### src/isa_pkg.sv
package isa_pkg;

	localparam int word_w   = 16;
	localparam int num_regs = 4;

	typedef logic [word_w-1:0] word_t;
	typedef logic [$clog2(num_regs)-1:0] reg_idx_t;

	// Shared layout of R, I and J formats
	typedef struct packed {
		logic [3:0] opcode;
		reg_idx_t   rs;
		reg_idx_t   rt;
		logic [7:0] low;    // rd and funct, or imm8
	} inst_t;

	localparam logic [3:0] op_bne   = 4'd0;
	localparam logic [3:0] op_beq   = 4'd1;
	localparam logic [3:0] op_adi   = 4'd4;
	localparam logic [3:0] op_lhi   = 4'd6;
	localparam logic [3:0] op_lwd   = 4'd7;
	localparam logic [3:0] op_swd   = 4'd8;
	localparam logic [3:0] op_jmp   = 4'd9;
	localparam logic [3:0] op_rtype = 4'd15;

	localparam logic [5:0] fn_add = 6'd0;
	localparam logic [5:0] fn_sub = 6'd1;
	localparam logic [5:0] fn_and = 6'd2;
	localparam logic [5:0] fn_orr = 6'd3;
	localparam logic [5:0] fn_not = 6'd4;
	localparam logic [5:0] fn_wwd = 6'd28;
	localparam logic [5:0] fn_hlt = 6'd29;

	typedef enum logic [2:0] {
		alu_add,
		alu_sub,
		alu_and,
		alu_orr,
		alu_not,
		alu_lhi    // Immediate into the high byte
	} alu_op_t;

	function automatic logic [5:0] funct_of(inst_t inst);
		return inst.low[5:0];
	endfunction

	function automatic reg_idx_t rd_of(inst_t inst);
		return inst.low[7:6];
	endfunction

	function automatic word_t sign_ext(logic [7:0] imm);
		return {{(word_w-8){imm[7]}}, imm};
	endfunction

endpackage
### src/ctrl_pkg.sv
package ctrl_pkg;

	import isa_pkg::*;

	typedef enum logic [2:0] {
		s_if,
		s_id,
		s_ex,
		s_mem,
		s_wb,
		s_halt
	} state_t;

	// Next PC selection
	localparam logic [1:0] pc_src_inc    = 2'd0;
	localparam logic [1:0] pc_src_branch = 2'd1;
	localparam logic [1:0] pc_src_jump   = 2'd2;

	typedef struct packed {
		logic       mem_read;
		logic       mem_write;
		logic       ir_write;
		logic       pc_write;
		logic [1:0] pc_src;
		logic       branch_eq;
		logic       branch_ne;
		logic       opnd_write;
		alu_op_t    alu_op;
		logic       alu_src_b;       // 1 selects sign-extended imm
		logic       alu_out_write;
		logic       reg_write;
		logic       reg_dst;         // 1 selects rd, else rt
		logic       mem_to_reg;
		logic       wwd;
		logic       new_inst;
		logic       halt;
	} ctrl_t;

endpackage

### src/pc_unit.sv
`timescale 1ns/1ps

module pc_unit import isa_pkg::*, ctrl_pkg::*; (
	input  logic        clk,
	input  logic        reset_n,
	input  ctrl_t       ctrl,
	input  word_t       imm,
	input  logic [11:0] target,
	input  logic        zero,
	output word_t       pc,
	output word_t       num_inst
);

	word_t pc_next;
	logic  taken;

	assign taken = (ctrl.branch_eq && zero) || (ctrl.branch_ne && !zero);

	always_comb begin
		case (ctrl.pc_src)
			pc_src_branch: pc_next = pc + imm;    // PC already points past the branch
			pc_src_jump:   pc_next = {pc[word_w-1:12], target};
			default:       pc_next = pc + word_t'(1);
		endcase
	end

	always_ff @(posedge clk) begin
		if (!reset_n)
			pc <= '0;
		else if (ctrl.pc_write || taken)
			pc <= pc_next;
	end

	// Retired instruction count
	always_ff @(posedge clk) begin
		if (!reset_n)
			num_inst <= '0;
		else if (ctrl.new_inst)
			num_inst <= num_inst + word_t'(1);
	end

	a_count_frozen: assert property (@(posedge clk) disable iff (!reset_n)
		ctrl.halt |=> $stable(num_inst))
		else $error("num_inst moved while halted");

endmodule

### config.mk
export PLATFORM = sky130hd
export DESIGN_NAME = pc_unit
export DESIGN_NICKNAME = d
export VERILOG_FILES = /design/src/isa_pkg.sv /design/src/ctrl_pkg.sv /design/src/pc_unit.sv
export SDC_FILE = /design/constraint.sdc
export NUM_CORES = 1
export LEC_CHECK = 0
export ABC_CLOCK_PERIOD_IN_PS = 2900
export BUFFER_PORTS_ARGS = -buffer_cell sky130_fd_sc_hd__buf_2
export CORE_ASPECT_RATIO = 1.4
export CORE_UTILIZATION = 30
export DETAILED_ROUTE_END_ITERATION = 10
export PLACE_DENSITY = 0.55
export SYNTH_ARGS = -nofsm -noshare
export SYNTH_HDL_FRONTEND = slang
export SYNTH_SLANG_ARGS = --single-unit
### constraint.sdc
create_clock -name clk -period 2.9 [get_ports clk]
set_input_delay 0.435 -clock clk [delete_from_list [all_inputs] [get_ports clk]]
set_output_delay 0.435 -clock clk [all_outputs]
set_load 0.02 [all_outputs]
Word-level counts from Yosys, hierarchy flattened. Index checks and enable logic that the tools add are counted.

Reductions and logical operators: 6. Mux-type cells: 1. Equality and inequality tests: 2. Divide/modulo/power cells: 0. $add $sub $neg: 3. Shifts and indexed selects: 0. Bitwise logic cells: 1. $lt $le $gt $ge: 0. Multipliers: 0.

Operators with widths (count): $add A16 B1 Y16 const B (2); $pmux W16 S2 (1); $add A16 B16 Y16 (1); $eq A2 B1 Y1 const B (1); $eq A2 B2 Y1 const B (1); $logic_and A1 B1 Y1 (2); $logic_or A1 B1 Y1 (2); $reduce_and A2 Y1 (1); $logic_not A1 Y1 (1); $not A1 Y1 (1).

Output and inout bits: 32. Bits in writable memories: 0. Register bits after elaboration: 32. Latch bits: 0. Memories kept: 0. ROM bits: 0.

Longest topological paths before layout.
Word-level depth: 5. Depth in mapped cells: 11. Mapped depth without buffers: 10.

Least setup slack after synthesis. OpenSTA, ideal clock, no wires.

Path type: input port to flip-flop. Start point: in ctrl[14] (netlist bit). End point: reg pc[13]. Cell stages on the path: 10. Data required time: 2.817 ns. Path slack: 0.273 ns. Data arrival time: 2.544 ns. Cells stage by stage: nor2b_1 > clkbuf_1 > and2_1 > ha_1 > a21oi_1 > o21ai_0 > nor2b_1 > or3_4 > a311o_1 > o221ai_1.

Longest elaborated chain between the ends: 3. Elaborated cells between the ends (all ways): 5.

Ends and longest elaborated chain: from (decl) (RTL line pc_unit.sv:6) `input ctrl_t ctrl,`; $eq A2 B2 Y1 (RTL line pc_unit.sv:20) `case (ctrl.pc_src)`; $not A1 Y1 (no source line); $reduce_and A2 Y1 (no source line); to (signal assigned) (RTL line pc_unit.sv:31) `pc <= pc_next;`; to (decl) (RTL line pc_unit.sv:10) `output word_t pc,`.

Parallel ways exist; a longest one is shown, timed or not. A chain may end at the register's enable or synchronous reset.

Worst setup path in the final report.
Start point: in ctrl[14] (netlist bit). End point: reg pc[15].

The elaborated chain is that of the path after synthesis.

==> results.md <==
* Outcome: finished clean
* Dpl ws at 0.0485 ns
* Total Negative Setup Slacks at 0 ns
* Num rows at 36
* CP endpoint kind: flip-flop
* Flops & latches, synth at 32
* Vias in the first global route at a little under 2000
* Pwr Total at 1210 uW
* Largest cells by area after synthesis: dfxtp_1, ha_1, and2_1
* Residual DRC at 0
* Clock sinks at 32
* Vias per cell at 4.98
* Fill cell count at 771
* Initial Utilization at 31.1%
* Die area at 7640 um2
* Register area share after synthesis at a little under 30%
* Design area at ~2800 um2
* CTS Buf Count at 5
* Fin crit period at roughly 2.5 ns
* Max VDD drop at 0.266 mV
* Most frequent cell after synthesis: dfxtp_1
* GRT Overall Usage at 15.0%
* N_diodes at 0
* GPL Wtd Cong at 0.821
* Starting DRT DRC Count at 51
* Worst rel slew slack at 58.2%
* Hold Path Class: input pin to flip-flop
* Crit path kind: input pin to flip-flop
* Crit path arrival time at around 2.8 ns
* Yosys top cell area share at 29.3%
* Post-CTS Hold Buffers at 0
* Sink of the worst hold path: pc[7]
* Final setup vio count at 0
* CP peak stage delay at roughly 0.36 ns
* Top FF cell, synth: dfxtp_1
* Share of layout cells above drive strength 1 at 27.5%
* Flop2flop setup slack at 0.63 ns
* Buffer count from post-CTS setup fixing at 0
* Syn-to-layout area delta at 27.5%
* Largest net degree at the start of global routing at 38
* H-tree depth at 2
* Startpoint types: input pin
* Ys Warns at 0
* Tightest Pin Transition at 0.626 ns
* GRT overflow at 0
* First-pass GRT wire length at around 8800 um
* Number of cells on the worst reg-to-reg path at 9
* Worst-path clk slew at 0.08 ns
* Cell taking the most area after synthesis: dfxtp_1
* R2R Path End: pc[14]
* Lkg Pwr at 0.00139 uW
* Ports at 83
* Drt wl/cell at ~12 um
* Post-Syn Nets at 328
* Ys async rst share at 0%
* Placed cell area at 2680 um2
* Tcrit/Tclk final at 87.8%
* Slowest cell on crit path: or3_4
* Register area at 641 um2
* Chip Height at roughly 100 um
* Number of synthesized flops with an enable pin at 0
* Nets at ~400
* Detailed Routing Iterations Pass 1 at 4
* Hold Crit Start: target[7]
* Commonest cells in the netlist: dfxtp_1, and2_1, nand2_1
* CTS tree: built
* Mapped Area at ~2200 um2
* HPWL Detailed at ~4000 um
* Fin. max-slew vios at 0
* Post-CTS Resized at 0
* Detailed Route WL at about 5300 um
* PD cells at 436 nW/um2
* Area of the multi-input gates at 1490 um2
* Crit path cell chain: buf_2, nor2b_1, buf_4, and2_1, ha_1, a21o_1, a31oi_2, a211oi_2, or3_4, o211ai_1, mux2i_1
* Max clock buf depth at 2
* Max-cap violation count at 0
* Synthesized area per cell at 8.41 um2
* Crit path max fanout at 4
* F_max at 393 MHz
* Unique cell type count in the Yosys netlist at 44
* Root buf cell: clkbuf_8
* Final ANT Viol Nets at 0
* Setup Skew at 0.00484 ns
* Initial antenna violation count at 0
* Min-Delay Path Depth at 3
* Core Util, Final at just under 40%
* Worst skew pair latency at 0.29 ns
* Die width at between 70 and 80 um
* RSZ-0062 raised after global routing: false
* Final hold violations at 0
* Gate count after technology mapping at 260
* PortBufs at 68
* Final worst slack at 0.354 ns
* Worst r2r src: pc[0]
* Core Region at 7030 um2
* Required @ worst endpoint at 3.12 ns
* Via count at around 2100
==> cells by family (layout without fill, tap and decap cells) <==
family,after synthesis,after routing,synth area share (%)
flip-flops,32,32,29.3
buffers and inverters,15,89,2.57
XOR/XNOR,24,24,9.61
AO/OA/AOI/OAI,65,65,21.3
multiplexers,3,3,1.37
AND/OR/NAND/NOR,104,104,25.8
adder cells (fa/ha/maj),17,17,10.1
==> critical path, delay by kind of cell <==
kind	cells	cell delay, ns
AOI/OAI and AO/OA	4	0.88
adders and majority gates	1	0.23
buffers and inverters	2	0.28
muxes	1	0.20
and+or+nand+nor	3	0.75
==> flip-flops by register name, indices dropped and copies added (netlist names) <==
name,flops
pc,16
num_inst,16
==> placed cells by master (no fill, tap or decap), types with 8 or more instances in the layout <==
cell and instances:
buf_2 68, dfxtp_1 32, and2_1 29, nand2_1 29, xnor2_1 16, ha_1 16, a21oi_1 13, o21ai_0 10
buf_4 10, nand4_1 9, nor2b_1 8, a21o_1 8, xor2_1 8
==> how the worst max path moves through the flow <==
stage | to | slack [ns] | start
6_report | pc[15] | 0.35 | ctrl[14]
5_1_grt | pc[15] | 0.14 | ctrl[14]
4_1_cts | pc[15] | 0.35 | ctrl[14]
3_5_place_dp | pc[15] | 0.05 | ctrl[14]
3_3_place_gp | pc[13] | 0.04 | ctrl[14]
2_1_floorplan | pc[13] | 0.27 | ctrl[14]
==> layout make-up <==
class	count	area share [%]
Multi-Input combinational cell	213	53.5
Inverter	3	0.404
Clock inverter	3	1.53
Tap cell	95	4.26
Timing Repair Buffer	78	14.9
Sequential cell	32	23.0
Clock buffer	5	2.47
==> power by group <==
group | internal (uW) | total (uW) | leakage [uW] | switching (uW)
Combinational | 130 | 289 | 0.00107 | 159
Clock | 254 | 440 | 0.0000541 | 185
Sequential | 465 | 486 | 0.000261 | 21.4
==> routing by layer <==
metal | routed length (um) | global-route usage (%) | up-vias
met5 | 0 | 0 | -
met4 | 84 | 5.77 | 0
met3 | 229 | 3.42 | 6
met2 | 2540 | 25.2 | 51
met1 | 2480 | 18.3 | 998
li1 | - | - | 1082
==> metrics by stage <==
stage	cells	hold WS (ns)
final	429	0.404
after global routing	429	0.406
after CTS	429	0.401
after global placement	421	0.452
after detailed placement	421	0.462
after floorplan	260	0.540
Note: power is estimated with default switching activity, not from simulation.
