**config.mk**
```make
export PLATFORM = sky130hd
export DESIGN_NAME = control_unit
export DESIGN_NICKNAME = d
export VERILOG_FILES = /design/src/isa_pkg.sv /design/src/ctrl_pkg.sv /design/src/control_unit.sv
export SDC_FILE = /design/constraint.sdc
export NUM_CORES = 1
export LEC_CHECK = 0
export BUFFER_PORTS_ARGS = -buffer_cell sky130_fd_sc_hd__buf_2
export CORE_ASPECT_RATIO = 1.1
export CORE_MARGIN = 5
export CORE_UTILIZATION = 39
export CTS_BUF_LIST = sky130_fd_sc_hd__clkbuf_8
export DETAILED_ROUTE_END_ITERATION = 10
export PLACE_DENSITY = 0.87
export SKIP_CTS_REPAIR_TIMING = 1
export SYNTH_ARGS = -nofsm -noshare
export SYNTH_HDL_FRONTEND = slang
export SYNTH_SLANG_ARGS = --single-unit
```
**constraint.sdc**
```tcl
create_clock -name clk -period 1.5 [get_ports clk]
set_input_delay 0.075 -clock clk [delete_from_list [all_inputs] [get_ports clk]]
set_output_delay 0.075 -clock clk [all_outputs]
set_load 0.05 [all_outputs]
```
**src/isa_pkg.sv**
```systemverilog
package isa_pkg;

	localparam int word_w   = 16;
	localparam int num_regs = 4;

	typedef logic [word_w-1:0] word_t;
	typedef logic [$clog2(num_regs)-1:0] reg_idx_t;

	// Shared layout of R, I and J formats
	typedef struct packed {
		logic [3:0] opcode;
		reg_idx_t   rs;
		reg_idx_t   rt;
		logic [7:0] low;    // rd and funct, or imm8
	} inst_t;

	localparam logic [3:0] op_bne   = 4'd0;
	localparam logic [3:0] op_beq   = 4'd1;
	localparam logic [3:0] op_adi   = 4'd4;
	localparam logic [3:0] op_lhi   = 4'd6;
	localparam logic [3:0] op_lwd   = 4'd7;
	localparam logic [3:0] op_swd   = 4'd8;
	localparam logic [3:0] op_jmp   = 4'd9;
	localparam logic [3:0] op_rtype = 4'd15;

	localparam logic [5:0] fn_add = 6'd0;
	localparam logic [5:0] fn_sub = 6'd1;
	localparam logic [5:0] fn_and = 6'd2;
	localparam logic [5:0] fn_orr = 6'd3;
	localparam logic [5:0] fn_not = 6'd4;
	localparam logic [5:0] fn_wwd = 6'd28;
	localparam logic [5:0] fn_hlt = 6'd29;

	typedef enum logic [2:0] {
		alu_add,
		alu_sub,
		alu_and,
		alu_orr,
		alu_not,
		alu_lhi    // Immediate into the high byte
	} alu_op_t;

	function automatic logic [5:0] funct_of(inst_t inst);
		return inst.low[5:0];
	endfunction

	function automatic reg_idx_t rd_of(inst_t inst);
		return inst.low[7:6];
	endfunction

	function automatic word_t sign_ext(logic [7:0] imm);
		return {{(word_w-8){imm[7]}}, imm};
	endfunction

endpackage
```
**src/ctrl_pkg.sv**
```systemverilog
package ctrl_pkg;

	import isa_pkg::*;

	typedef enum logic [2:0] {
		s_if,
		s_id,
		s_ex,
		s_mem,
		s_wb,
		s_halt
	} state_t;

	// Next PC selection
	localparam logic [1:0] pc_src_inc    = 2'd0;
	localparam logic [1:0] pc_src_branch = 2'd1;
	localparam logic [1:0] pc_src_jump   = 2'd2;

	typedef struct packed {
		logic       mem_read;
		logic       mem_write;
		logic       ir_write;
		logic       pc_write;
		logic [1:0] pc_src;
		logic       branch_eq;
		logic       branch_ne;
		logic       opnd_write;
		alu_op_t    alu_op;
		logic       alu_src_b;       // 1 selects sign-extended imm
		logic       alu_out_write;
		logic       reg_write;
		logic       reg_dst;         // 1 selects rd, else rt
		logic       mem_to_reg;
		logic       wwd;
		logic       new_inst;
		logic       halt;
	} ctrl_t;

endpackage

```
**src/control_unit.sv**
```systemverilog
`timescale 1ns/1ps

module control_unit import isa_pkg::*, ctrl_pkg::*; (
	input  logic  clk,
	input  logic  reset_n,
	input  inst_t inst,
	output ctrl_t ctrl,
	output logic  is_halted
);

	state_t     state;
	state_t     next_state;
	logic [5:0] funct;

	assign funct     = funct_of(inst);
	assign is_halted = (state == s_halt);

	always_ff @(posedge clk) begin
		if (!reset_n)
			state <= s_if;
		else
			state <= next_state;
	end

	always_comb begin
		ctrl       = '0;
		ctrl.alu_op = alu_add;
		ctrl.pc_src = pc_src_inc;
		next_state = state;
		unique case (state)
			s_if: begin
				ctrl.mem_read = 1'b1;
				ctrl.ir_write = 1'b1;
				ctrl.pc_write = 1'b1;    // PC + 1 at end of fetch
				next_state    = s_id;
			end
			s_id: begin
				ctrl.opnd_write = 1'b1;    // Latch rs and rt
				next_state      = s_ex;
				case (inst.opcode)
					op_jmp: begin
						ctrl.pc_write = 1'b1;
						ctrl.pc_src   = pc_src_jump;
						ctrl.new_inst = 1'b1;
						next_state    = s_if;
					end
					op_rtype: begin
						if (funct == fn_hlt) begin
							ctrl.new_inst = 1'b1;
							next_state    = s_halt;
						end
					end
					op_bne, op_beq, op_adi, op_lhi, op_lwd, op_swd: ;
					default: begin
						// Unknown opcode retires as a no-op
						ctrl.new_inst = 1'b1;
						next_state    = s_if;
					end
				endcase
			end
			s_ex: begin
				ctrl.alu_out_write = 1'b1;
				next_state         = s_wb;
				case (inst.opcode)
					op_rtype: begin
						case (funct)
							fn_add: ctrl.alu_op = alu_add;
							fn_sub: ctrl.alu_op = alu_sub;
							fn_and: ctrl.alu_op = alu_and;
							fn_orr: ctrl.alu_op = alu_orr;
							fn_not: ctrl.alu_op = alu_not;
							fn_wwd: begin
								ctrl.wwd      = 1'b1;
								ctrl.new_inst = 1'b1;
								next_state    = s_if;
							end
							default: begin
								ctrl.new_inst = 1'b1;
								next_state    = s_if;
							end
						endcase
					end
					op_adi: ctrl.alu_src_b = 1'b1;
					op_lhi: begin
						ctrl.alu_op    = alu_lhi;
						ctrl.alu_src_b = 1'b1;
					end
					op_lwd, op_swd: begin
						ctrl.alu_src_b = 1'b1;    // Effective address rs + imm
						next_state     = s_mem;
					end
					op_bne, op_beq: begin
						ctrl.alu_op    = alu_sub;
						ctrl.pc_src    = pc_src_branch;
						ctrl.branch_eq = (inst.opcode == op_beq);
						ctrl.branch_ne = (inst.opcode == op_bne);
						ctrl.new_inst  = 1'b1;
						next_state     = s_if;
					end
					default: begin
						ctrl.new_inst = 1'b1;
						next_state    = s_if;
					end
				endcase
			end
			s_mem: begin
				if (inst.opcode == op_lwd) begin
					ctrl.mem_read      = 1'b1;
					ctrl.alu_out_write = 1'b1;
					ctrl.mem_to_reg    = 1'b1;    // Load word lands in ALU-out
					next_state         = s_wb;
				end else begin
					ctrl.mem_write = 1'b1;
					ctrl.new_inst  = 1'b1;
					next_state     = s_if;
				end
			end
			s_wb: begin
				ctrl.reg_write = 1'b1;
				ctrl.reg_dst   = (inst.opcode == op_rtype);
				ctrl.new_inst  = 1'b1;
				next_state     = s_if;
			end
			s_halt: ctrl.halt = 1'b1;
			default: next_state = s_if;
		endcase
	end

	a_mem_excl: assert property (@(posedge clk) disable iff (!reset_n)
		!(ctrl.mem_read && ctrl.mem_write))
		else $error("mem_read and mem_write both high");

	a_state_legal: assert property (@(posedge clk) disable iff (!reset_n)
		state inside {s_if, s_id, s_ex, s_mem, s_wb, s_halt})
		else $error("illegal state %0d", state);

	a_halt_sticky: assert property (@(posedge clk) disable iff (!reset_n)
		state == s_halt |=> state == s_halt)
		else $error("left s_halt without reset");

endmodule

```
* Word-level counts from Yosys, hierarchy flattened
Index checks and enable logic that the tools add are counted.
Cells by class: magnitude comparators 0, divide/modulo/power cells 0, bitwise operators 0, shift-type cells 0, equality and inequality tests 18, multiply operators 0, add/sub/neg operators 0, reductions and logical operators 9, mux-type cells 33
Operator list (count):
- $pmux 3 s3 | 2
- $mux 3 | 5
- $pmux 3 s5 | 1
- $mux 1 | 13
- $eq 4x3->1 const B | 3
- $eq 4x4->1 const B | 3
- $eq 6x2->1 const B | 2
- $eq 6x5->1 const B | 2
- $pmux 3 s4 | 1
- $pmux 1 s2 | 5
- $eq 3x2->1 const B | 2
- $eq 3x3->1 const B | 2
- $eq 6x1->1 const B | 1
- $eq 6x3->1 const B | 1
- $logic_not 6->1 | 1
- $pmux 3 s2 | 1
- $reduce_or 2->1 | 3
- $reduce_or 6->1 | 1
- $reduce_or 5->1 | 1
- $eq 4x1->1 const B | 1
- $logic_not 4->1 | 1
- $mux 2 | 2
- $mux 4 | 1
- $pmux 1 s4 | 1
- 4 further kinds | 4
Word-level totals: output and inout port bits 21, memories 0, bits in read-only memories 0, latch bits 0, RAM bits 0, register bits 3

* Depth between registers and ports, before layout
depth in word-level cells 5, depth in mapped cells 6, depth with buffers taken out 4

* Least setup slack after synthesis
No wires, ideal clock.
path kind reg2out, from register state[1], to output port ctrl[2] in the netlist's numbering, stages on the path, launching flop included 5, arrival time 2598 ps, slack -1173 ps, buffers on the path 2, cells stage by stage dfxtp_1 -> buf_4 -> or3b_1 -> buf_6 -> nor4b_1
RTL lines:
- start: declaration | line control_unit.sv:11 | state_t state;
- start signal: assignment | line control_unit.sv:20 | state <= s_if;
- start signal: assignment | line control_unit.sv:22 | state <= next_state;
- end: declaration | line control_unit.sv:7 | output ctrl_t ctrl,

==> out/results.tsv <==
stage	metric	value	unit
synthesis	Main synth FF type	dfxtp_1	
setup_path	Worst Path Required	1.42	ns
grt	antenna violations before repair	0	
floorplanning	# IOs	39	
timing	Slew @ Worst Pin	0.632	ns
timing	relative slew slack	0.576	
finish	ANT cells	0	
grt	GR Util All Layers	0.236	
min_path	Hold Path Cell Cnt	3	
clock_network	CTS sink count	3	
synthesis	Avg Cell Area, Syn	6.98	um^2
min_path	Tightest Hold Check Type	input pin to register	
clock_network	worst skew pair latency	0.22	ns
clock_network	Clk pin slew, worst setup/hold paths	0.04	ns
finish	max FFs per register	3	
routing	drt initial violations	134	
routing	wire per inst	26.7	um
synthesis	synthesized instance count	85	
setup_path	type of the worst setup path	register to primary output	
grt	vias in the first global route	934	
synthesis	Seq/Total Area, Yosys	0.101	
clock_network	TritonCTS clock tree	done	
finish	layout cells sized above 1	0.674	
finish	Layout Utilization	0.925	
floorplanning	initial core utilization	0.423	
grt	largest net degree at the start of global routing	11	
timing	fin crit share	1.19	
timing	RSZ-0062 raised after global routing	true	
timing	Max Freq	559	MHz
floorplanning	Core Box Area	1400	um^2
routing	Residual DRC	0	
synthesis	area of the mapped netlist	593	um^2
timing	setup violators final	20	
placement	PortBufs	32	
routing	via/cell ratio	7.25	
clock_network	total CTS buffers	3	
setup_path	CP Launch Type	register	
setup_path	Worst Path Max Fanout	6	
synthesis	Yosys top cell area share	0.101	
pwr	PwrDens	609	nW/um^2
synthesis	Ys Warns	0	
routing	router iterations before antenna repair	5	
grt	grt peak-use layer	met2	
timing	fin. max-slew vios	0	
min_path	hold_sp	reset_n	
setup_path	worst reg2reg path depth	6	
synthesis	Post-synth EDFFs	0	
grt	first-pass GRT wire length	4100	um
synthesis	Netlist cell types	44	
synthesis	cell taking the most area after synthesis	dfxtp_1	
setup_path	reg-to-reg startpoint	state[0]	
routing	via count	1116	
finish	Nets	157	
timing	skew final	0.00721	ns
synthesis	synth top area cells	dfxtp_1 10%, nor2_1 5.7%, nand4b_1 4.4%	
grt	met1 usage	0.252	
routing	antenna-violating nets left	0	
setup_path	WP data arrival	1.71	ns
timing	Final WS setup	-0.289	ns
finish	fill cell count	53	
run_status	run status	finished with violations	
finish	final instance area	1300	um^2
pwr	leakage	0.000553	uW
synthesis	ys async rst share	0	
placement	Cell Area, Placed	925	um^2
synthesis	most frequent cells after synthesis	9 x nor2_1, 6 x inv_1, 5 x a21oi_1, 4 x and2_1, 4 x o21ai_0	
finish	Layout area overhead	119	%
floorplanning	Die Width	47.2	um
setup_path	crit path from	state[2]	
grt	gr ovfl total	0	
finish	Top Registers	state: 3 flops	
clock_network	clock buffer depth	2	
setup_path	Critical Path End Type	primary output	
run_status	violated checks	negative setup slack	
clock_network	H-tree depth	1	
grt	routing usage on met3	0.0316	
floorplanning	# rows	14	
timing	final hold vios	0	
placement	final RePlAce weighted congestion	0.821	
finish	Most flops, register	state	
pwr	Peak VDD IR	646	uV
synthesis	Mapped Nets	103	
floorplanning	die area	2400	um^2
timing	crit path time final	1.79	ns
run	Max Cap Violations	0	
synthesis	post-synthesis register bit count	3	
grt	met2 Use GR	0.398	
floorplanning	die height	50.9	um
clock_network	clock root cell	clkbuf_8	
routing	drt total wl	4110	um
synthesis	most common cell in the synthesized netlist	nor2_1	
placement	HPWL after detailed placement	1750	um
area by class of cell:
type,count,area (um^2),share of cell area
multi-input combinational,68,637,0.491
timing repair buffer,57,504,0.389
sequential,3,63.8,0.0492
clock buffer,3,41.3,0.0319
inverter,6,26.3,0.0203
tap,16,20.0,0.0154
clock inverter,1,3.75,0.00290
kinds of logic after synthesis:
group           Yosys count  share of synthesized area
simple gates             43                      0.479
compound gates           25                      0.302
buf+inv                  14                      0.118
flops                     3                      0.101
worst max-delay path, cell delays in order, from the launching register on:
cell and delay [ns]:
dfxtp_2 0.33, buf_6 0.12, buf_6 0.12, buf_4 0.13, nor2b_4 0.12, nor2b_4 0.12
a31oi_1 0.23, nand3_2 0.14, buf_8 0.17
routing by layer:
metal	wire length [um]	part of all wire
met4	275	0.067
met5	0	0
met2	1820	0.44
met1	1500	0.36
met3	519	0.13
placed cells by master, fill, tap and decap left out, drive strengths merged, types with 3 or more instances in the layout:
cell    count
nor2        9
nor3        3
buf        56
a21oi       5
inv         6
and2        4
nor3b       4
nand4b      3
clkbuf      4
dfxtp       3
o21ai       5
a31oi       3
worst paths after layout:
kind              slack [ns]       end
setup / recovery       -0.29   ctrl[1]
hold / removal          0.17  state[2]
setup reg to reg       -0.20  state[1]
hold reg to reg         0.69  state[0]
metrics by stage:
step	hold slack, ns	total power (uW)	setup WS [ns]	setup TNS [ns]	instances
after global placement	0.391	403	-0.0969	-0.375	142
final	0.172	790	-0.289	-2.57	154
after floorplan	0.217	317	-0.529	-3.26	85
after CTS	0.155	660	-0.400	-3.84	146
after detailed placement	0.387	416	-0.146	-0.560	142
after global routing	0.195	825	-0.344	-3.21	154
power breakdown:
part	switching (uW)	leakage (uW)	internal (uW)
Combinational	285	0.000500	172
Sequential	8.34	0.0000258	87.6
Clock	62.1	0.0000269	175
Total	355	0.000553	435
Note: power is estimated with default switching activity, not from simulation.
