--- config.mk ---
export PLATFORM = sky130hd
export DESIGN_NAME = alu
export DESIGN_NICKNAME = d
export VERILOG_FILES = /design/src/isa_pkg.sv /design/src/alu.sv
export SDC_FILE = /design/constraint.sdc
export NUM_CORES = 1
export LEC_CHECK = 0
export BUFFER_PORTS_ARGS = -buffer_cell sky130_fd_sc_hd__buf_4
export CAP_MARGIN = 10
export CORE_ASPECT_RATIO = 0.6
export CORE_MARGIN = 3
export CORE_UTILIZATION = 63
export DETAILED_ROUTE_END_ITERATION = 6
export PLACE_DENSITY = 0.95
export SLEW_MARGIN = 20
export SYNTH_ARGS = -nofsm -noshare
export SYNTH_HDL_FRONTEND = slang
export SYNTH_SLANG_ARGS = --single-unit
--- constraint.sdc ---
create_clock -name vclk -period 3.1
set_input_delay 0 -clock vclk [all_inputs]
set_output_delay 0 -clock vclk [all_outputs]
set_load 0.05 [all_outputs]
--- src/isa_pkg.sv ---
package isa_pkg;

	localparam int word_w   = 16;
	localparam int num_regs = 4;

	typedef logic [word_w-1:0] word_t;
	typedef logic [$clog2(num_regs)-1:0] reg_idx_t;

	// Shared layout of R, I and J formats
	typedef struct packed {
		logic [3:0] opcode;
		reg_idx_t   rs;
		reg_idx_t   rt;
		logic [7:0] low;    // rd and funct, or imm8
	} inst_t;

	localparam logic [3:0] op_bne   = 4'd0;
	localparam logic [3:0] op_beq   = 4'd1;
	localparam logic [3:0] op_adi   = 4'd4;
	localparam logic [3:0] op_lhi   = 4'd6;
	localparam logic [3:0] op_lwd   = 4'd7;
	localparam logic [3:0] op_swd   = 4'd8;
	localparam logic [3:0] op_jmp   = 4'd9;
	localparam logic [3:0] op_rtype = 4'd15;

	localparam logic [5:0] fn_add = 6'd0;
	localparam logic [5:0] fn_sub = 6'd1;
	localparam logic [5:0] fn_and = 6'd2;
	localparam logic [5:0] fn_orr = 6'd3;
	localparam logic [5:0] fn_not = 6'd4;
	localparam logic [5:0] fn_wwd = 6'd28;
	localparam logic [5:0] fn_hlt = 6'd29;

	typedef enum logic [2:0] {
		alu_add,
		alu_sub,
		alu_and,
		alu_orr,
		alu_not,
		alu_lhi    // Immediate into the high byte
	} alu_op_t;

	function automatic logic [5:0] funct_of(inst_t inst);
		return inst.low[5:0];
	endfunction

	function automatic reg_idx_t rd_of(inst_t inst);
		return inst.low[7:6];
	endfunction

	function automatic word_t sign_ext(logic [7:0] imm);
		return {{(word_w-8){imm[7]}}, imm};
	endfunction

endpackage
--- src/alu.sv ---
`timescale 1ns/1ps

module alu import isa_pkg::*; (
	input  alu_op_t op,
	input  word_t   a,
	input  word_t   b,
	output word_t   y,
	output logic    zero
);

	always_comb begin
		unique case (op)
			alu_add: y = a + b;
			alu_sub: y = a - b;
			alu_and: y = a & b;
			alu_orr: y = a | b;
			alu_not: y = ~a;              // Unary on rs
			alu_lhi: y = {b[7:0], 8'h00};
			default: y = a + b;
		endcase
	end

	// Equality flag for BEQ and BNE whatever the op
	assign zero = (a == b);

endmodule

# --- Word-level counts from Yosys, hierarchy flattened ---
# Cells that the tools add are included.
totals:
  ff_bits: 0
  out_inout_bits: 17
classes:
  add_sub_neg: 2
  n_eq_ne: 6
  muxes: 1
  n_bitwise: 3
ops:
  columns: ["cell", "count"]
  rows:
  - ["$pmux W16 S5", 1]
  - ["$add A16 B16 Y16", 1]
  - ["$and A16 B16 Y16", 1]
  - ["$eq A16 B16 Y1", 1]
  - ["$not A16 Y16", 1]
  - ["$or A16 B16 Y16", 1]
  - ["$sub A16 B16 Y16", 1]
  - ["$eq A3 B2 Y1 const B", 2]
  - ["$eq A3 B3 Y1 const B", 2]
  - ["$eq A3 B1 Y1 const B", 1]

# --- Depth between registers and ports, before layout ---
# Gate-level depths: netlist (run 1).
depth:
  ltp_word: 2
  mapped_depth: 11

# --- Least setup slack after synthesis (run 1) ---
# No wires, ideal clock.
synth_path:
  kind: "input port to output port"
  startpoint: "in a[0]"
  endpoint: "out y[8]"
  t_arrival_ps: 2542
  setup_slack_ps: 558
  cell_stages: 9
  path_cell_list: "inv_1 -> ha_1 -> fa_1 -> nor3_1 -> a211o_1 -> a21oi_2 -> o31ai_1 -> a221oi_1 -> o21ai_0"
synth_between:
  elab_chain_cells: 2
synth_rtl:
  columns: ["item", "line", "rtl"]
  rows:
  - ["from (decl)", "alu.sv:5", "input word_t a,"]
  - ["$add A16 B16 Y16 or $sub A16 B16 Y16 (tied branches)", "alu.sv:13, alu.sv:19, alu.sv:14", null]
  - ["$pmux W16 S5 *", "alu.sv:12", "unique case (op)"]
  - ["to (decl)", "alu.sv:7", "output word_t y,"]
# Mark *: on every way between the ends. The rest lies on a longest branch, timed or not.

# --- Worst setup path in the final report (run 1) ---
layout_path:
  startpoint: "in b[1]"
  endpoint: "out y[15]"
layout_between:
  elab_chain_cells: 2
layout_rtl:
  columns: ["item", "line", "rtl"]
  rows:
  - ["from (decl)", "alu.sv:6", "input word_t b,"]
  - ["$add A16 B16 Y16 or $sub A16 B16 Y16 (tied branches)", "alu.sv:13, alu.sv:19, alu.sv:14", null]
  - ["$pmux W16 S5 *", "alu.sv:12", null]
# Marked as above.

==> results of run 1 <==
## worst paths after layout
path | from | cells after the start | end
worst min-delay path | a[4] | 3 | y[4]
worst max-delay path | b[1] | 11 | y[15]
## layout by cell type (no fill, tap or decap), types with 8 or more instances in the layout
cell type  synthesis  final
a21o_1             8      8
nor2_1            30     30
inv_1             48     48
o21ai_0           27     27
nor2b_1           12     12
nand2b_1           9      9
o221ai_1          12     12
a21oi_1           37     37
nand2_1           25     25
ha_1              49     49
nor3_1            16     16
buf_4              1     56
## synthesized netlist by cell type, types with 7 or more instances
cell / n
a211oi_1: 7
a21o_1: 8
a21oi_1: 37
a22oi_1: 7
buf_2: 11
clkbuf_1: 8
ha_1: 49
inv_1: 48
nand2_1: 25
nand2b_1: 9
nor2_1: 30
nor2b_1: 12
nor3_1: 16
o21ai_0: 27
o221ai_1: 12
## worst min-delay path, cell delays in order
cell and delay (ns):
buf_4 0.10, o221ai_1 0.12, buf_4 0.20
## metrics by stage
step                      utilization [%]  area [um2]
final                               78.10        3007
after CTS                           78.10        3007
after global placement              78.10        3007
after floorplan                         -        2645
after global routing                78.10        3007
after detailed placement            78.10        3007
## area by class of cell
cell class	instances	area (um2)
Tap cell	57	71.32
Inverter	48	180.2
Fill cell	316	843.3
Timing Repair Buffer	56	420.4
Multi-Input combinational cell	324	2335
## layer usage
metal  track usage (%)  share of wire [%]
met3             12.57                 17
met4             6.157                1.9
met2             47.08                 38
met1             53.39                 43
met5                 0                  0
## power breakdown
group          internal [uW]  total [uW]  switching (uW)  leakage, uW
clock                      0           0               0            0
combinational            245         707             462      0.00146
sequential                 0           0               0            0
total                    245         707             462      0.00146
## logic make-up (layout without fill, tap and decap cells)
kind of cell | Yosys count | in the layout | synth area share [%]
multiplexers | 3 | 3 | 1.135
buffers and inverters | 74 | 104 | 11.73
adder cells (fa/ha/maj) | 51 | 51 | 24.69
XOR/XNOR | 2 | 2 | 0.6624
AND/OR/NAND/NOR | 113 | 113 | 21.00
AO/OA/AOI/OAI | 155 | 155 | 40.78
==> flow_metrics.tcl, run 1 <==
set metrics [dict create \
    status "complete, no violations" \
    fin_setup_tns_ns 0 \
    crit_top_cell "buf_4" \
    yosysTopAreaCellShare_pct 23.18 \
    antenna_found_initial 0 \
    vias_per_cell 6.746 \
    setup_ws_ns 0.5977 \
    syn_area_um2 2645 \
    slew-limit-headroom_pct 52.39 \
    postRouteAntennaNets 0 \
    grt.overflow.total 0 \
    path_buf_inv 3 \
    crit_type "primary input to output pin" \
    post-route-period-util_pct 80.72 \
    grt_usage_pct 35.29 \
    post-place-ws_ns 0.6697 \
    n_antenna_cell 0 \
    fin_hold_ws_ns 0.4180 \
    drt_first_pass_iters 6 \
    post_cts_buffers 0 \
    maxCapViolCount 0 \
    dp_cells 485 \
    critPathMaxStageDelay_ns 0.45 \
    seq_area_um2 0 \
    p_leak_uw 0.001461 \
    syn-num-nets 484 \
    hold_class "primary input to output pin" \
    grt_start_max_net_pins 43 \
    place_congestion 1.086 \
    grt_pass1_vias 2824 \
    die_x_um 89.65 \
    post_cts_resized 0 \
    yosysTopAreaCell "ha_1" \
    drive_gt1_share_pct 14.72 \
    tightest_slew_ns 0.7141 \
    rsz0062_at_grt "no" \
    ir_worst_vdd_uv 188.2 \
    hpwlAfterDp_mm 7.244 \
    cp-end-kind "output pin" \
    finalNonFillerCells 485 \
    die_h_um 56.19 \
    slew_violations 0 \
    areaGrowthSynthToFinish_pct 13.67 \
    path_cells "buf_4, inv_1, ha_1, a21o_1, nand4_1, a211oi_1, o21ai_0, a2111o_1, o21a_1, a31oi_1, buf_4" \
    initial_core_util_pct 68.70 \
    critPathLaunchType "primary input" \
    yosys_warnings 0 \
    io_pins 52 \
    synth_seq_area_share_pct 0 \
    synthTopCellsByArea "ha_1 23%, a21oi_1 7.0%, inv_1 6.8%" \
    core_area_um2 3850 \
    die_area_um2 5037 \
    holdBufCountCts 0 \
    seq_cells 0 \
    setup_viol 0 \
    finalPower_uw 706.9 \
    drt-wirelength-per-cell_um 18.88 \
    num_rows 17 \
    routed_wl_mm 9.159 \
    path_delay_family "compound AO/OA/AOI/OAI gates" \
    port_buffers 52 \
    finalHoldViolations 0 \
    drt-initial-drc-count 552 \
    grt_pass1_wl_mm 14.17 \
    arrival_ns 2.50 \
    synth_cell_types 61 \
    fin_crit_ns 2.502 \
    cpMaxStageDelayCell "a2111o_1" \
    syn_area_per_cell_um2 6.646 \
    power_density_nw_per_um2 235.1 \
    route.detailed.drc 0 \
    cp.required_ns 3.10 \
    via_count 3272 \
    fmax_ghz 0.3996 \
    crit_fanout 5 \
    nNetsFinal 516 \
    synthesis.instances 398 \
    clock_buffers 0 \
]
Note: power is estimated with default switching activity, not from simulation.
==> run 2, diff against run 1 <==
--- a/config.mk
+++ b/config.mk
@@ -5,13 +5,14 @@
 export SDC_FILE = /design/constraint.sdc
 export NUM_CORES = 1
 export LEC_CHECK = 0
+export ABC_AREA = 1
 export BUFFER_PORTS_ARGS = -buffer_cell sky130_fd_sc_hd__buf_4
 export CAP_MARGIN = 10
 export CORE_ASPECT_RATIO = 0.6
 export CORE_MARGIN = 3
-export CORE_UTILIZATION = 63
+export CORE_UTILIZATION = 60
 export DETAILED_ROUTE_END_ITERATION = 6
-export PLACE_DENSITY = 0.95
+export PLACE_DENSITY = 0.93
 export SLEW_MARGIN = 20
 export SYNTH_ARGS = -nofsm -noshare
 export SYNTH_HDL_FRONTEND = slang
==> constraint.sdc (replaced) <==
create_clock -name vclk -period 2.5
set_input_delay 0 -clock vclk [all_inputs]
set_output_delay 0 -clock vclk [all_outputs]
set_load 0.05 [all_outputs]
==> run 2 against run 1 <==
Synthesized cell count rose by 30%. Wire length increased by 2.0%. First-iteration DRC count fell by 27%. Critical path depth up 2. Via count grew 7.8%. Sequential share of layout area did not move. Sequential cell count did not move. Die area grew 6.6%. Global-route usage fell by 0.72 points. Final cell count grew 27%. Clock-buffer cell count stayed put. Largest cell class unchanged.
==> flow_metrics.tcl, run 2 <==
set metrics [dict create \
    grt_pass1_vias 3088 \
    holdBufCountCts 0 \
    vias_per_cell 5.716 \
    seq_area_um2 0 \
    syn_area_per_cell_um2 5.225 \
    path_buf_inv 5 \
    n_fill_cell 377 \
    cp-end-kind "output pin" \
    fin_area_um2 3110 \
    io_pins 52 \
    fmax_ghz 0.5312 \
    grt.overflow.total 0 \
    post-route-period-util_pct 75.31 \
    hold_class "primary input to output pin" \
    slew-limit-headroom_pct 51.38 \
    num_rows 18 \
    initial_core_util_pct 64.14 \
    drt-wirelength-per-cell_um 15.14 \
    synthesis.instances 517 \
    seq_cells 0 \
    yosysTopAreaCell "ha_1" \
    finalPower_uw 878.6 \
    crit_type "primary input to output pin" \
    place_congestion 0.9675 \
    drive_gt1_share_pct 10.95 \
    route.detailed.drc 0 \
    die_h_um 57.98 \
    finalHoldViolations 0 \
    path_delay_family "adder cells" \
    arrival_ns 1.88 \
    final_cell_mix "153 x nand2_1, 112 x inv_1, 58 x nand3_1, 54 x buf_4, 49 x ha_1" \
    post_cts_buffers 0 \
    synthMostInstantiatedCell "nand2_1" \
    port_buffers 52 \
    drt-initial-drc-count 402 \
    status "complete, no violations" \
    endpoint "y[8]" \
    yosysTopAreaCellShare_pct 22.70 \
    hpwlAfterDp_mm 7.853 \
    yosys_warnings 0 \
    areaGrowthSynthToFinish_pct 15.15 \
    n_antenna_cell 0 \
    p_leak_uw 0.001938 \
    post-place-ws_ns 0.6644 \
    core_area_um2 4212 \
    crit_fanout 3 \
    fin_setup_tns_ns 0 \
    critPathLaunchType "primary input" \
    synth_cell_types 29 \
    cp.required_ns 2.50 \
    rsz0062_at_grt "no" \
    die_x_um 92.63 \
    slew_violations 0 \
    routed_wl_mm 9.341 \
    synth_seq_area_share_pct 0 \
    power_density_nw_per_um2 282.5 \
    setup_viol 0 \
    synth_commonest_cells "153 x nand2_1, 112 x inv_1, 58 x nand3_1, 49 x ha_1, 38 x nor2_1" \
    placed_cell_area_um2 3110 \
    maxCapViolCount 0 \
    setup_ws_ns 0.6173 \
    holdPathStages 5 \
    tightest_slew_ns 0.7276 \
    critPathLaunch "a[0]" \
    critPathMaxStageDelay_ns 0.44 \
    die_area_um2 5370 \
    syn_area_um2 2701 \
    antenna_found_initial 0 \
    grt_usage_pct 34.56 \
    cpMaxStageDelayCell "fa_1" \
    fin_crit_ns 1.883 \
    post_cts_resized 0 \
    clock_buffers 0 \
    layout_commonest_cell "nand2_1" \
    grt_pass1_wl_mm 14.82 \
    synthTopCellsByArea "ha_1 23%, nand2_1 21%, inv_1 16%" \
    drt_first_pass_iters 5 \
    postRouteAntennaNets 0 \
    worst-path-stages 13 \
    grt_start_max_net_pins 17 \
    via_count 3527 \
    path_cells "buf_4, inv_1, ha_1, fa_1, inv_1, nand2_1, nand2_1, inv_1, o21ai_0, nand2_1, nand3_1, nand3_1, buf_4" \
    syn-num-nets 603 \
    ir_worst_vdd_uv 216.6 \
    nNetsFinal 645 \
]
==> run 2: changes by cell type after synthesis, sizes merged, moves of 9 or more <==
cell,previous run,this run
nand3,4,58
a21oi,39,29
nor3,16,6
nor2b,12,0
o21ai,29,9
o22ai,6,16
nand2,25,153
inv,48,115
nor2,30,39
nand2b,9,0
==> run 2: kinds of logic (layout without fill, tap and decap cells) <==
group,after synthesis,after routing,synth area share (%)
AO/OA/AOI/OAI,65,65,14.17
AND/OR/NAND/NOR,267,267,41.59
buffers and inverters,130,170,18.76
adder cells (fa/ha/maj),51,51,24.18
XOR/XNOR,4,4,1.297
==> run 2: worst min path at each step <==
stage	slack, ns	start	endpoint
6_report	0.49	a[4]	y[4]
5_1_grt	0.53	a[4]	y[4]
4_1_cts	0.50	a[4]	y[4]
3_5_place_dp	0.50	a[4]	y[4]
3_3_place_gp	0.50	a[4]	y[4]
2_1_floorplan	0.44	a[0]	y[0]
==> run 2: where the power goes <==
group / internal [uW] / switching [uW] / leakage [uW] / total, uW
logic: 277 / 602 / 0.00194 / 879
registers: 0 / 0 / 0 / 0
clock network: 0 / 0 / 0 / 0
total: 277 / 602 / 0.00194 / 879
==> run 2: stage by stage <==
step,instances,util [%],hold slack (ns)
after global routing,617,73.86,0.5313
after detailed placement,617,73.86,0.4953
after floorplan,517,-,0.4427
after global placement,617,73.86,0.5028
final,617,73.86,0.4926
after CTS,617,73.86,0.4963
==> run 2: final cells by class <==
type,count,area [um2],area share [%]
inverters,116,435.4,14.00
multi-input cells,387,2195,70.56
well taps,60,75.07,2.414
repair buffers,54,405.4,13.03
==> run 2: worst min-delay path: stages <==
cell     delay [ns]
buf_4          0.12
inv_1          0.06
a21oi_1        0.06
nand3_1        0.06
buf_4          0.19
==> run 2: routing by layer <==
metal	GRT usage (%)	routed length, um
met5	0	0
met4	6.054	128
met3	5.188	1301
met2	52.16	3809
met1	52.50	4102
==> run 3, diff against run 2 <==
--- a/config.mk
+++ b/config.mk
@@ -5,7 +5,7 @@
 export SDC_FILE = /design/constraint.sdc
 export NUM_CORES = 1
 export LEC_CHECK = 0
-export ABC_AREA = 1
+export ABC_AREA = 0
 export BUFFER_PORTS_ARGS = -buffer_cell sky130_fd_sc_hd__buf_4
 export CAP_MARGIN = 10
 export CORE_ASPECT_RATIO = 0.6
==> constraint.sdc (replaced) <==
create_clock -name vclk -period 1.88
set_input_delay 0 -clock vclk [all_inputs]
set_output_delay 0 -clock vclk [all_outputs]
set_load 0.05 [all_outputs]
==> run 3 against run 2 <==
Area after synthesis is 2.1% lower. The flow now stops in clock tree synthesis (4_1_cts). Synthesized cell count is 23% lower.
==> flow_metrics.tcl, run 3 <==
set metrics [dict create \
    port_buffers 52 \
    die_x_um 91.72 \
    place_congestion 1.176 \
    initial_core_util_pct 63.48 \
    post_cts_buffers 12 \
    num_rows 18 \
    die_h_um 57.43 \
    yosysTopAreaCell "ha_1" \
    syn-num-nets 484 \
    synthMostInstantiatedCell "ha_1" \
    synthTopCellsByArea "ha_1 23%, a21oi_1 7.0%, inv_1 6.8%" \
    synthesis.instances 398 \
    post-place-ws_ns -0.4541 \
    synth_seq_area_share_pct 0 \
    syn_area_per_cell_um2 6.646 \
    yosysTopAreaCellShare_pct 23.18 \
    haltStage "clock tree synthesis (4_1_cts)" \
    synth_cell_types 61 \
    status "stopped before the end" \
    yosys_warnings 0 \
    syn_area_um2 2645 \
    synth_commonest_cells "49 x ha_1, 48 x inv_1, 37 x a21oi_1, 30 x nor2_1, 27 x o21ai_0" \
    holdBufCountCts 0 \
    hpwlAfterDp_mm 11.19 \
    post_cts_resized 77 \
    io_pins 52 \
    error "[ERROR DPL-0038] Utilization greater than 100%, impossible to legalize" \
]
==> run 3: through the flow <==
step	std cells	area, um2	util (%)
after global placement	591	3971	95.32
after floorplan	398	2845	-
after detailed placement	591	3971	95.32
==> run 3: kinds of logic after synthesis <==
family / count (synthesis) / share of synthesized area, %
simple gates: 113 / 21.00
compound gates: 155 / 40.78
mux: 3 / 1.135
xor+xnor: 2 / 0.6624
buf+inv: 74 / 11.73
fa+ha+maj: 51 / 24.69
==> run 4, diff against run 3 <==
--- a/config.mk
+++ b/config.mk
@@ -8,11 +8,10 @@
 export ABC_AREA = 0
 export BUFFER_PORTS_ARGS = -buffer_cell sky130_fd_sc_hd__buf_4
 export CAP_MARGIN = 10
-export CORE_ASPECT_RATIO = 0.6
 export CORE_MARGIN = 3
-export CORE_UTILIZATION = 60
+export CORE_UTILIZATION = 40
 export DETAILED_ROUTE_END_ITERATION = 6
-export PLACE_DENSITY = 0.93
+export PLACE_DENSITY_LB_ADDON = 0.15
 export SLEW_MARGIN = 20
 export SYNTH_ARGS = -nofsm -noshare
 export SYNTH_HDL_FRONTEND = slang
==> run 4 against run 3 <==
The flow now finishes, with violations (setup timing).
==> flow_metrics.tcl, run 4 (synthesized netlist as in run 1, its figures left out) <==
set metrics [dict create \
    fmax_ghz 0.4503 \
    seq_cells 0 \
    grt_start_max_net_pins 21 \
    crit_type "primary input to output pin" \
    initial_core_util_pct 42.90 \
    postRouteAntennaNets 0 \
    dp_cells 614 \
    post-place-ws_ns -0.3466 \
    arrival_ns 2.22 \
    setup_viol 10 \
    port_buffers 52 \
    drive_gt1_share_pct 46.35 \
    grt_pass1_wl_mm 17.17 \
    setup_ws_ns -0.3405 \
    rsz0062_at_grt "yes" \
    nNetsFinal 636 \
    status "finished, violations left" \
    hpwlAfterDp_mm 8.657 \
    post-route-period-util_pct 118.1 \
    place_congestion 0.9312 \
    finalHoldViolations 0 \
    fin_crit_ns 2.221 \
    grt_pass1_vias 3574 \
    core_area_um2 6166 \
    via_count 3669 \
    final_cell_mix "158 x buf_4, 40 x ha_1, 34 x inv_1, 32 x a21oi_1, 28 x nor2_1" \
    critPathLaunchType "primary input" \
    failed_checks "setup timing" \
    route.detailed.drc 0 \
    clock_buffers 0 \
    drt-wirelength-per-cell_um 17.47 \
    seq_area_um2 0 \
    placed_cell_area_um2 4075 \
    tightest_slew_ns 0.4832 \
    layout_commonest_cell "buf_4" \
    hold_class "primary input to output pin" \
    grt.overflow.total 0 \
    crit_fanout 3 \
    comb_power_share_pct 100.0 \
    drt_first_pass_iters 5 \
    finalNonFillerCells 623 \
    num_rows 28 \
    fin_hold_ws_ns 0.4716 \
    io_pins 52 \
    holdBufCountCts 0 \
    die_area_um2 7624 \
    routed_wl_mm 10.89 \
    areaGrowthSynthToFinish_pct 70.25 \
    fin_area_um2 4503 \
    p_sw_uw 926.0 \
    vias_per_cell 5.889 \
    ir_worst_vdd_uv 305.6 \
    drt-initial-drc-count 245 \
    grt_usage_pct 27.97 \
    seqPwrFrac_pct 0 \
    internal_power_uw 763.5 \
    antenna_found_initial 0 \
    slew-limit-headroom_pct 67.45 \
    n_antenna_cell 0 \
    p_leak_uw 0.002145 \
    slew_violations 0 \
    cp-end-kind "output pin" \
    switching_share_pct 54.81 \
    die_h_um 87.32 \
    die_x_um 87.32 \
    n_fill_cell 503 \
    maxCapViolCount 0 \
    cp.required_ns 1.88 \
    clock_power_share_pct 0 \
    finalPower_uw 1689 \
    power_density_nw_per_um2 375.2 \
]
==> run 4: area by class of cell <==
class,instances,area [um2],share of cell area (%)
Timing Repair Buffer,176,1418,31.48
Inverter,48,203.9,4.529
Tap cell,75,93.84,2.084
Multi-Input combinational cell,324,2788,61.91
==> run 4: what timing repair did <==
item | 4_1_cts | 5_1_grt
buffers inserted | 8 | 3
pin swaps | 31 | 21
gates resized for setup | 58 | 28
endpoints found under the setup margin | 11 | 12
cloned | 0 | 0
hold endpoints to repair | 0 | 0
==> run 4: power by group through the flow <==
stage | clock network, uW | logic, uW | registers (uW)
floorplan | 0 | 883 | 0
global placement | 0 | 1450 | 0
detailed placement | 0 | 1470 | 0
CTS | 0 | 1610 | 0
global route | 0 | 1800 | 0
finish | 0 | 1690 | 0
==> run 4: final timing paths <==
check                 start  endpoint  slack, ns  cells after the start
worst min-delay path   a[6]      y[6]       0.47                      4
worst max-delay path   a[1]     y[15]      -0.34                     11
==> run 4: metal layers <==
layer / vias up / GRT usage [%] / wire length, um
li1: 1757 / - / -
met1: 1699 / 33.37 / 4426
met2: 168 / 50.82 / 5320
met3: 45 / 2.933 / 699
met4: 0 / 10.46 / 438
met5: - / 0 / 0
==> run 4: metrics by stage <==
step	TNS [ns]	utilization, %
3_5_place_dp	-2.839	66.09
4_1_cts	-1.775	71.04
5_1_grt	-2.613	73.03
3_3_place_gp	-2.530	66.09
2_1_floorplan	-0.7415	-
6_report	-1.633	73.03
==> run 4: worst max-delay path, cell delays in order <==
cell and delay [ns]:
buf_8 0.08, clkinvlp_4 0.14, ha_4 0.30, a21o_1 0.17, nand4_1 0.15, a211oi_2 0.30, o21ai_2 0.13, a2111o_1 0.40
o21a_1 0.22, a31oi_4 0.14, buf_6 0.17
